$ cat config.mk
export PLATFORM = sky130hd
export DESIGN_NAME = inst_buf
export DESIGN_NICKNAME = d
export VERILOG_FILES = /design/src/hw/ib_pkg.sv /design/src/hw/dbg_pkg.sv /design/src/hw/dbg_inst_gen.sv /design/src/hw/ib_slot_ctl.sv /design/src/hw/ib_entry_array.sv /design/src/hw/inst_buf.sv
export VERILOG_INCLUDE_DIRS = /design/src /design/src/hw
export SDC_FILE = /design/constraint.sdc
export NUM_CORES = 1
export LEC_CHECK = 0
export ABC_CLOCK_PERIOD_IN_PS = 5100
export BUFFER_PORTS_ARGS = -buffer_cell sky130_fd_sc_hd__buf_2
export CAP_MARGIN = 30
export CORE_MARGIN = 3
export CORE_UTILIZATION = 48
export CTS_CLUSTER_DIAMETER = 80
export DETAILED_ROUTE_END_ITERATION = 8
export PLACE_DENSITY_LB_ADDON = 0.3
export SETUP_SLACK_MARGIN = 0.3
export SYNTH_ARGS = -nofsm -noshare
export SYNTH_HDL_FRONTEND = slang
export SYNTH_HIERARCHICAL = 1
export SYNTH_SLANG_ARGS = --single-unit
$ cat constraint.sdc
create_clock -name clk -period 5.1 [get_ports clk]
set_input_delay 0.765 -clock clk [delete_from_list [all_inputs] [get_ports clk]]
set_output_delay 0.765 -clock clk [all_outputs]
set_load 0.02 [all_outputs]
$ cat src/hw/ib_defs.svh
// size and address macros for the instruction buffer, included by every file that needs them
`ifndef IB_DEFS_SVH
`define IB_DEFS_SVH

// number of buffer entries, the shift and slot logic is written for four
`define IB_DEPTH 4

// instruction word width
`define INSTR_W 32

// halfword pc, bit 0 of the byte address is dropped
`define PC_W 31

// csr address that a debug write turns into a fence
`define DBG_FENCE_CSR 12'h7c4

`endif

$ cat src/hw/ib_pkg.sv
// buffer content types and the retire shift encoding, used by the buffer RTL and the checker
`include "ib_defs.svh"

package ib_pkg;

   typedef logic [`INSTR_W-1:0] instr_t;   // raw instruction word
   typedef logic [`PC_W-1:0]    pc_t;      // halfword pc

   // one buffer entry as it is stored
   typedef struct packed {
      instr_t instr;
      pc_t    pc;
      logic   pc4;    // 4-byte instruction, else 2-byte
      logic   icaf;   // instruction access fault
   } entry_t;

   // entries retired by decode in one cycle
   typedef enum logic [1:0] {
      SHIFT_NONE,
      SHIFT_ONE,
      SHIFT_TWO
   } shift_e;

endpackage

$ cat src/hw/dbg_pkg.sv
// debug command kinds and injected instruction templates, used by the debug injector and its checker
package dbg_pkg;

   // abstract command type as sent by the debug module
   typedef enum logic [1:0] {
      DBG_GPR = 2'd0,
      DBG_CSR = 2'd1,
      DBG_MEM = 2'd2   // memory access, serviced outside the buffer
   } dbg_type_e;

   // which instruction gets built for a command
   typedef enum logic [2:0] {
      OP_NONE,
      OP_GPR_RD,   // or  x0, reg, x0
      OP_GPR_WR,   // or  reg, x0, x0
      OP_CSR_RD,   // csrrs x0, csr, x0
      OP_CSR_WR    // csrrw x0, csr, x0
   } dbg_op_e;

endpackage

$ cat src/hw/dbg_inst_gen.sv
// turns an abstract debug gpr or csr command into an instruction for the head of the buffer
`timescale 1ns/100ps
`include "ib_defs.svh"

module dbg_inst_gen (
   input  logic                clk,
   input  logic                reset,
   input  logic                dbg_cmd_valid,
   input  logic                dbg_cmd_write,
   input  dbg_pkg::dbg_type_e  dbg_cmd_type,
   input  logic [11:0]         dbg_cmd_addr,
   output logic                dbg_inject_valid,
   output logic [`INSTR_W-1:0] dbg_inject_instr,
   output logic                dbg_wdata_rs1,
   output logic                dbg_fence
);

   dbg_pkg::dbg_op_e op;
   logic [4:0]       dreg;
   logic [11:0]      dcsr;

   assign dreg = dbg_cmd_addr[4:0];
   assign dcsr = dbg_cmd_addr;

   // classify the command, memory commands fall through to none
   always_comb begin
      op = dbg_pkg::OP_NONE;
      if (dbg_cmd_valid) begin
         if (dbg_cmd_type == dbg_pkg::DBG_GPR) begin
            if (dbg_cmd_write) op = dbg_pkg::OP_GPR_WR;
            else op = dbg_pkg::OP_GPR_RD;
         end else if (dbg_cmd_type == dbg_pkg::DBG_CSR) begin
            if (dbg_cmd_write) op = dbg_pkg::OP_CSR_WR;
            else op = dbg_pkg::OP_CSR_RD;
         end
      end
   end

   assign dbg_inject_valid = (op != dbg_pkg::OP_NONE);

   // fields are funct7/csr, rs2, rs1, funct3, rd, opcode
   always_comb begin
      case (op)
         dbg_pkg::OP_GPR_RD: dbg_inject_instr = {7'b0, 5'd0, dreg, 3'b110, 5'd0, 7'b0110011};
         dbg_pkg::OP_GPR_WR: dbg_inject_instr = {7'b0, 5'd0, 5'd0, 3'b110, dreg, 7'b0110011};
         dbg_pkg::OP_CSR_RD: dbg_inject_instr = {dcsr, 5'd0, 3'b010, 5'd0, 7'b1110011};
         dbg_pkg::OP_CSR_WR: dbg_inject_instr = {dcsr, 5'd0, 3'b001, 5'd0, 7'b1110011};
         default:            dbg_inject_instr = '0;
      endcase
   end

   // core is halted, so the write data is needed on rs1 in the very next cycle
   always_ff @(posedge clk) begin
      if (reset) begin
         dbg_wdata_rs1 <= 1'b0;
         dbg_fence     <= 1'b0;
      end else begin
         dbg_wdata_rs1 <= (op == dbg_pkg::OP_GPR_WR) || (op == dbg_pkg::OP_CSR_WR);
         dbg_fence     <= (op == dbg_pkg::OP_CSR_WR) && (dcsr == `DBG_FENCE_CSR);
      end
   end

endmodule

$ cat src/hw/ib_slot_ctl.sv
// tracks which buffer entries hold instructions and steers every write and retire shift
`timescale 1ns/100ps
`include "ib_defs.svh"

module ib_slot_ctl (
   input  logic                 clk,
   input  logic                 reset,
   input  logic                 flush,
   input  logic                 fetch_i0_valid,
   input  logic                 fetch_i1_valid,
   input  logic                 dbg_inject_valid,
   input  logic                 decode_i0,
   input  logic                 decode_i1,
   output logic [`IB_DEPTH-1:0] ib_valid,
   output logic [3:0]           wr_i0,     // lane i0 into entry n
   output logic [3:1]           wr_i1,     // lane i1 never lands in entry 0
   output logic                 wr_dbg,
   output logic                 sh_1to0,
   output logic                 sh_2to1,
   output logic                 sh_3to2,
   output logic                 sh_2to0,
   output logic                 sh_3to1
);

   logic                 flush_q;
   ib_pkg::shift_e       shift;
   logic                 i0_ok;
   logic                 i1_ok;
   logic [`IB_DEPTH-1:0] sh_val;    // valids after this cycle's retirement
   logic [`IB_DEPTH-1:0] valid_d;

   always_ff @(posedge clk) begin
      if (reset) flush_q <= 1'b0;
      else flush_q <= flush;
   end

   always_comb begin
      if (decode_i0 && decode_i1) shift = ib_pkg::SHIFT_TWO;
      else if (decode_i0) shift = ib_pkg::SHIFT_ONE;
      else shift = ib_pkg::SHIFT_NONE;
   end

   // room is judged on the valids before the shift
   assign i0_ok = fetch_i0_valid & ~ib_valid[3] & ~flush_q;
   assign i1_ok = fetch_i1_valid & ~ib_valid[2] & ~flush_q;

   always_comb begin
      case (shift)
         ib_pkg::SHIFT_ONE: sh_val = {1'b0, ib_valid[`IB_DEPTH-1:1]};
         ib_pkg::SHIFT_TWO: sh_val = {2'b0, ib_valid[`IB_DEPTH-1:2]};
         default:           sh_val = ib_valid;
      endcase
   end

   // first free slot after the shift takes i0, the one behind it takes i1
   assign wr_i0[0] = ~sh_val[0] & i0_ok;
   assign wr_i0[1] =  sh_val[0] & ~sh_val[1] & i0_ok;
   assign wr_i0[2] =  sh_val[1] & ~sh_val[2] & i0_ok;
   assign wr_i0[3] =  sh_val[2] & ~sh_val[3] & i0_ok;

   assign wr_i1[1] = ~sh_val[0] & i1_ok;
   assign wr_i1[2] =  sh_val[0] & ~sh_val[1] & i1_ok;
   assign wr_i1[3] =  sh_val[1] & ~sh_val[2] & i1_ok;

   assign wr_dbg = ~sh_val[0] & dbg_inject_valid;   // debugger waits for an empty buffer

   // data moves only out of occupied entries
   assign sh_1to0 = (shift == ib_pkg::SHIFT_ONE) & ib_valid[1];
   assign sh_2to1 = (shift == ib_pkg::SHIFT_ONE) & ib_valid[2];
   assign sh_3to2 = (shift == ib_pkg::SHIFT_ONE) & ib_valid[3];
   assign sh_2to0 = (shift == ib_pkg::SHIFT_TWO) & ib_valid[2];
   assign sh_3to1 = (shift == ib_pkg::SHIFT_TWO) & ib_valid[3];

   assign valid_d = (sh_val | wr_i0 | {wr_i1, 1'b0} | {3'b0, wr_dbg}) & ~{`IB_DEPTH{flush_q}};

   always_ff @(posedge clk) begin
      if (reset) ib_valid <= '0;
      else ib_valid <= valid_d;
   end

endmodule

$ cat src/hw/ib_entry_array.sv
// four payload registers of the instruction buffer, loaded and shifted under the slot selects
`timescale 1ns/100ps
`include "ib_defs.svh"

module ib_entry_array (
   input  logic                clk,
   input  logic                reset,
   input  logic [3:0]          wr_i0,
   input  logic [3:1]          wr_i1,
   input  logic                wr_dbg,
   input  logic                sh_1to0,
   input  logic                sh_2to1,
   input  logic                sh_3to2,
   input  logic                sh_2to0,
   input  logic                sh_3to1,
   input  logic [`INSTR_W-1:0] fetch_i0_instr,
   input  logic [`INSTR_W-1:0] fetch_i1_instr,
   input  logic [`PC_W-1:0]    fetch_i0_pc,
   input  logic [`PC_W-1:0]    fetch_i1_pc,
   input  logic                fetch_i0_pc4,
   input  logic                fetch_i1_pc4,
   input  logic                fetch_i0_icaf,
   input  logic                fetch_i1_icaf,
   input  logic [`INSTR_W-1:0] dbg_inject_instr,
   output logic [`INSTR_W-1:0] i0_instr,
   output logic [`INSTR_W-1:0] i1_instr,
   output logic [`PC_W-1:0]    i0_pc,
   output logic [`PC_W-1:0]    i1_pc,
   output logic                i0_pc4,
   output logic                i1_pc4,
   output logic                i0_icaf,
   output logic                i1_icaf
);

   ib_pkg::entry_t       lane0;
   ib_pkg::entry_t       lane1;
   ib_pkg::entry_t       dbg_ent;
   ib_pkg::entry_t       ent_q [`IB_DEPTH];
   ib_pkg::entry_t       ent_d [`IB_DEPTH];
   logic [`IB_DEPTH-1:0] ent_en;

   assign lane0 = '{instr: fetch_i0_instr, pc: fetch_i0_pc,
                    pc4: fetch_i0_pc4, icaf: fetch_i0_icaf};
   assign lane1 = '{instr: fetch_i1_instr, pc: fetch_i1_pc,
                    pc4: fetch_i1_pc4, icaf: fetch_i1_icaf};
   assign dbg_ent = '{instr: dbg_inject_instr, pc: '0, pc4: 1'b0, icaf: 1'b0};  // no fetch side info

   assign ent_en[0] = wr_dbg | wr_i0[0] | sh_1to0 | sh_2to0;
   assign ent_en[1] = wr_i0[1] | wr_i1[1] | sh_2to1 | sh_3to1;
   assign ent_en[2] = wr_i0[2] | wr_i1[2] | sh_3to2;
   assign ent_en[3] = wr_i0[3] | wr_i1[3];   // tail only ever gets written

   // selects are one-hot per entry, the order below only picks among them
   always_comb begin
      if (wr_dbg) ent_d[0] = dbg_ent;
      else if (wr_i0[0]) ent_d[0] = lane0;
      else if (sh_1to0) ent_d[0] = ent_q[1];
      else ent_d[0] = ent_q[2];

      if (wr_i0[1]) ent_d[1] = lane0;
      else if (wr_i1[1]) ent_d[1] = lane1;
      else if (sh_2to1) ent_d[1] = ent_q[2];
      else ent_d[1] = ent_q[3];

      if (wr_i0[2]) ent_d[2] = lane0;
      else if (wr_i1[2]) ent_d[2] = lane1;
      else ent_d[2] = ent_q[3];

      if (wr_i0[3]) ent_d[3] = lane0;
      else ent_d[3] = lane1;
   end

   always_ff @(posedge clk) begin
      for (int k = 0; k < `IB_DEPTH; k++) begin
         if (reset) ent_q[k] <= '0;
         else if (ent_en[k]) ent_q[k] <= ent_d[k];
      end
   end

   // decode always sees the two oldest entries
   assign i0_instr = ent_q[0].instr;
   assign i0_pc    = ent_q[0].pc;
   assign i0_pc4   = ent_q[0].pc4;
   assign i0_icaf  = ent_q[0].icaf;

   assign i1_instr = ent_q[1].instr;
   assign i1_pc    = ent_q[1].pc;
   assign i1_pc4   = ent_q[1].pc4;
   assign i1_icaf  = ent_q[1].icaf;

endmodule

$ cat src/hw/inst_buf.sv
// instruction buffer top between dual-lane fetch and dual-issue decode, with debug injection
`timescale 1ns/100ps
`include "ib_defs.svh"

module inst_buf (
   input  logic                 clk,
   input  logic                 reset,
   input  logic                 flush,
   input  logic                 fetch_i0_valid,
   input  logic                 fetch_i1_valid,
   input  logic [`INSTR_W-1:0]  fetch_i0_instr,
   input  logic [`INSTR_W-1:0]  fetch_i1_instr,
   input  logic [`PC_W-1:0]     fetch_i0_pc,
   input  logic [`PC_W-1:0]     fetch_i1_pc,
   input  logic                 fetch_i0_pc4,
   input  logic                 fetch_i1_pc4,
   input  logic                 fetch_i0_icaf,
   input  logic                 fetch_i1_icaf,
   input  logic                 decode_i0,
   input  logic                 decode_i1,
   input  logic                 dbg_cmd_valid,
   input  logic                 dbg_cmd_write,
   input  dbg_pkg::dbg_type_e   dbg_cmd_type,
   input  logic [11:0]          dbg_cmd_addr,
   output logic [`IB_DEPTH-1:0] ib_valid,
   output logic [`INSTR_W-1:0]  i0_instr,
   output logic [`INSTR_W-1:0]  i1_instr,
   output logic [`PC_W-1:0]     i0_pc,
   output logic [`PC_W-1:0]     i1_pc,
   output logic                 i0_pc4,
   output logic                 i1_pc4,
   output logic                 i0_icaf,
   output logic                 i1_icaf,
   output logic                 dbg_wdata_rs1,
   output logic                 dbg_fence
);

   logic                dbg_inject_valid;
   logic [`INSTR_W-1:0] dbg_inject_instr;
   logic [3:0]          wr_i0;
   logic [3:1]          wr_i1;
   logic                wr_dbg;
   logic                sh_1to0, sh_2to1, sh_3to2;   // shift by one
   logic                sh_2to0, sh_3to1;            // shift by two

   dbg_inst_gen u_dbg_inst_gen (
      .clk              (clk),
      .reset            (reset),
      .dbg_cmd_valid    (dbg_cmd_valid),
      .dbg_cmd_write    (dbg_cmd_write),
      .dbg_cmd_type     (dbg_cmd_type),
      .dbg_cmd_addr     (dbg_cmd_addr),
      .dbg_inject_valid (dbg_inject_valid),
      .dbg_inject_instr (dbg_inject_instr),
      .dbg_wdata_rs1    (dbg_wdata_rs1),
      .dbg_fence        (dbg_fence)
   );

   ib_slot_ctl u_ib_slot_ctl (
      .clk              (clk),
      .reset            (reset),
      .flush            (flush),
      .fetch_i0_valid   (fetch_i0_valid),
      .fetch_i1_valid   (fetch_i1_valid),
      .dbg_inject_valid (dbg_inject_valid),
      .decode_i0        (decode_i0),
      .decode_i1        (decode_i1),
      .ib_valid         (ib_valid),
      .wr_i0            (wr_i0),
      .wr_i1            (wr_i1),
      .wr_dbg           (wr_dbg),
      .sh_1to0          (sh_1to0),
      .sh_2to1          (sh_2to1),
      .sh_3to2          (sh_3to2),
      .sh_2to0          (sh_2to0),
      .sh_3to1          (sh_3to1)
   );

   ib_entry_array u_ib_entry_array (
      .clk              (clk),
      .reset            (reset),
      .wr_i0            (wr_i0),
      .wr_i1            (wr_i1),
      .wr_dbg           (wr_dbg),
      .sh_1to0          (sh_1to0),
      .sh_2to1          (sh_2to1),
      .sh_3to2          (sh_3to2),
      .sh_2to0          (sh_2to0),
      .sh_3to1          (sh_3to1),
      .fetch_i0_instr   (fetch_i0_instr),
      .fetch_i1_instr   (fetch_i1_instr),
      .fetch_i0_pc      (fetch_i0_pc),
      .fetch_i1_pc      (fetch_i1_pc),
      .fetch_i0_pc4     (fetch_i0_pc4),
      .fetch_i1_pc4     (fetch_i1_pc4),
      .fetch_i0_icaf    (fetch_i0_icaf),
      .fetch_i1_icaf    (fetch_i1_icaf),
      .dbg_inject_instr (dbg_inject_instr),
      .i0_instr         (i0_instr),
      .i1_instr         (i1_instr),
      .i0_pc            (i0_pc),
      .i1_pc            (i1_pc),
      .i0_pc4           (i0_pc4),
      .i1_pc4           (i1_pc4),
      .i0_icaf          (i0_icaf),
      .i1_icaf          (i1_icaf)
   );

endmodule

==> metrics.md <==
| Metric | Value |
|---|---|
| DP Wirelength | 28,470 um |
| Overflow after GRT | 0 |
| Crit-path cells | mux2i_1 -> a21oi_1 -> nor2_1 -> nor4_1 -> or2_4 -> buf_12 -> a211oi_1 |
| CTS buffer count | 29 |
| Synth area leader | edfxtp_1 |
| Slowest-stage cell, CP | nor4_1 |
| Root buf cell | clkbuf_16 |
| Share of layout cells above drive strength 1 | 0.3333 |
| Relative slew slack | 0.3240 |
| H-tree depth | 1 |
| Crit path required time | 5.36 ns |
| Area grow syn2layout | 17.59% |
| MaxCap Viol Count | 0 |
| Final hold vios | 0 |
| Syn Inst Count | 1,190 |
| Top cells by area, synth | edfxtp_1, mux2i_1, mux2_2, nor2_1, a211oi_1 |
| Post-CTS setup buffer count | 0 |
| EDFF count, synth | 260 |
| DRT met1 WL | 18,280 um |
| CTS Buffer Depth | 3 |
| Largest stage delay on the critical path | 0.62 ns |
| Pin count of the biggest net entering global routing | 66 |
| Core area | 0.03011 sq mm |
| Vias in the first global route | 11,890 |
| FF+latch count, synth | 267 |
| Syn_area_per_cell | 12.52 sq um |
| Post-synth top area share | 0.5241 |
| Crit-path max FO | 34 |
| Setup crit end kind | register |
| Outcome | finished clean |
| Actual slew at the worst max-slew pin | 1.014 ns |
| Setup TNS | 0 ns |
| Post-CTS Hold Buffers | 0 |
| LEAKAGE | 6.349 nW |
| Filler cell count | 2,525 |
| Uppermost routed layer | met5 |
| TritonCTS Sinks | 267 |
| Setup violators final | 0 |
| Row count | 63 |
| Unrepaired setup endpoints after global routing | false |
| Multi-input logic area | 0.006439 sq mm |
| Vias after detailed routing | 11,440 |
| Fin crit share | 0.6572 |
| Routed met3 length | 3857 um |
| Clk_skew | 0.01232 ns |
| Max Slew Vio Count | 0 |
| I/O pin cnt | 289 |
| CTS tree | built |
| Crit path DAT | 3.61 ns |
| Vias/cell | 6.212 |
| Initial antenna violation count | 9 |
| Async S/R FF share, synth | 0 |
| Antenna viol nets, final | 0 |
| Post-Route WL | 46,040 um |
| Part of the Yosys area used for sequential elements | 0.5335 |
| Routed wl met2 | 22,540 um |
| Power density over the cells | 327.9 mW/mm^2 |
| Drt drc | 0 |
| GRT Total Usage | 0.2646 |
| Post-layout nets | 1,577 |
| DR iter-0 viols | 1,028 |
| Initial Util | 0.4948 |
| IO buf count | 288 |
| Average wire per standard cell | 25.01 um |
| CP Class | register to register |
| Worst-Skew Late Latency | 0.55 ns |
| Setup crit start kind | register |
| Yosys warns | 6 |
| Final setup margin | 1.748 ns |
| CTS clk-pin slew, worst paths | 0.06 ns |
| Synth Flop Type | edfxtp_1 |
| Max Clk Rate | 298.4 MHz |
| Post-Syn Area | 0.01490 sq mm |
| Seq. cell area | 0.007948 sq mm |
| TritonRoute pass-1 iters | 6 |
| DIE WIDTH | 182.2 um |
| First-pass GRT wire length | 69,530 um |
| Place WS | 1.281 ns |
| Maximum VDD drop | 0.0002553 V |
| GP Congestion | 0.8204 |
| Die H | 182.2 um |
| Number of library cell types mapped by synthesis | 49 |
| Fin crit period | 3.352 ns |
| Die Footprint | 0.03319 sq mm |
| Post-layout util | 0.5818 |
| Hold WC Path Type | input port to register |
| Post-CTS resize count | 0 |
## state kept, by name, summed over array words and instances, names as in the netlist
| name | cells |
|---|---|
| u_ib_entry_array/ent_q | 260 |
| u_dbg_inst_gen/dbg_fence | 1 |
| u_ib_slot_ctl/ib_valid | 4 |
| u_ib_slot_ctl/flush_q | 1 |
| u_dbg_inst_gen/dbg_wdata_rs1 | 1 |
## layout by cell type (no fill, tap or decap), types with 5 or more instances in the layout
master	Yosys	final
a211oi_1	85	85
a211oi_2	11	11
and2_1	13	11
and3_1	13	13
buf_2	49	288
buf_4	26	14
clkbuf_1	23	8
clkbuf_16	0	29
clkinv_1	0	5
clkinv_2	0	5
dfxtp_1	7	7
diode_2	0	8
edfxtp_1	260	260
mux2_2	99	99
mux2i_1	261	261
nand2b_4	1	5
nor2_1	182	178
nor2b_1	5	5
nor3b_1	6	6
o22ai_1	95	95
## worst max-delay path, delay by kind of cell, from the launching register on
kind | cells | cell delay, ns
AO/OA/AOI/OAI | 2 | 0.59
buffers and inverters | 1 | 0.31
flip-flops | 1 | 0.51
multiplexers | 1 | 0.13
AND/OR/NAND/NOR | 3 | 1.48
## per-stage QoR
step / cells / total power, mW / hold slack (ns) / instance area [sq um]
global route: 1840 / 5.943 / 0.4695 / 17520
finish: 1841 / 5.744 / 0.4762 / 17520
detailed placement: 1782 / 3.728 / 0.6196 / 16590
global placement: 1776 / 3.689 / 0.6123 / 16440
CTS: 1832 / 5.771 / 0.4428 / 17480
floorplan: 1191 / 3.327 / 0.5599 / 14900
## power by group
group	internal, mW	leakage, nW	switching [mW]	total [mW]
sequential	2.62	2.82	0.0918	2.71
combinational	0.343	3.10	0.643	0.986
clock	1.18	0.437	0.865	2.05
total	4.15	6.35	1.60	5.74
## final timing paths
check / start / to / slack (ns) / depth (start not counted)
min: flush / u_ib_slot_ctl/flush_q / 0.48 / 2
max: u_ib_slot_ctl/ib_valid[2] / u_ib_entry_array/ent_q[1][34] / 1.75 / 7
min reg2reg: u_ib_slot_ctl/flush_q / u_ib_slot_ctl/ib_valid[3] / 0.63 / 2
max reg2reg: u_ib_slot_ctl/ib_valid[2] / u_ib_entry_array/ent_q[1][34] / 1.75 / 7
## Yosys cell counts, types with 2 or more instances
| cell type | n |
|---|---|
| a211oi_1 | 85 |
| a211oi_2 | 11 |
| a21oi_1 | 2 |
| and2_1 | 13 |
| and3_1 | 13 |
| buf_1 | 5 |
| buf_2 | 49 |
| buf_4 | 26 |
| buf_6 | 4 |
| clkbuf_1 | 23 |
| dfxtp_1 | 7 |
| edfxtp_1 | 260 |
| inv_1 | 5 |
| mux2_2 | 99 |
| mux2i_1 | 261 |
| nand2_1 | 3 |
| nand2b_1 | 5 |
| nor2_1 | 182 |
| nor2b_1 | 5 |
| nor3_1 | 2 |
| nor3b_1 | 6 |
| o21a_1 | 3 |
| o22ai_1 | 95 |
## kinds of logic (layout without fill, tap and decap cells)
logic type / Yosys count / in the layout / share of synthesized area
AND/OR/NAND/NOR: 246 / 246 / 0.07559
multiplexers: 360 / 360 / 0.2502
buffers and inverters: 112 / 364 / 0.04090
AO/OA/AOI/OAI: 204 / 204 / 0.09961
other: 1 / 10 / 0.0002517
flip-flops: 267 / 267 / 0.5335
## per-layer routing
metal	vias to the layer above	GRT usage
met4	4	0.09385
met3	100	0.04784
li1	5068	-
met1	5637	0.3367
met2	627	0.4545
met5	-	0
## area by class of cell
class	count	share of cell area
repair buffers	309	0.09799
inverters	5	0.001071
multi-input cells	812	0.3675
well taps	390	0.02785
clock buffers	37	0.04314
clock inverters	13	0.007642
diodes	8	0.001143
flip-flops and latches	267	0.4536
Power figures use the tool's default switching activity.
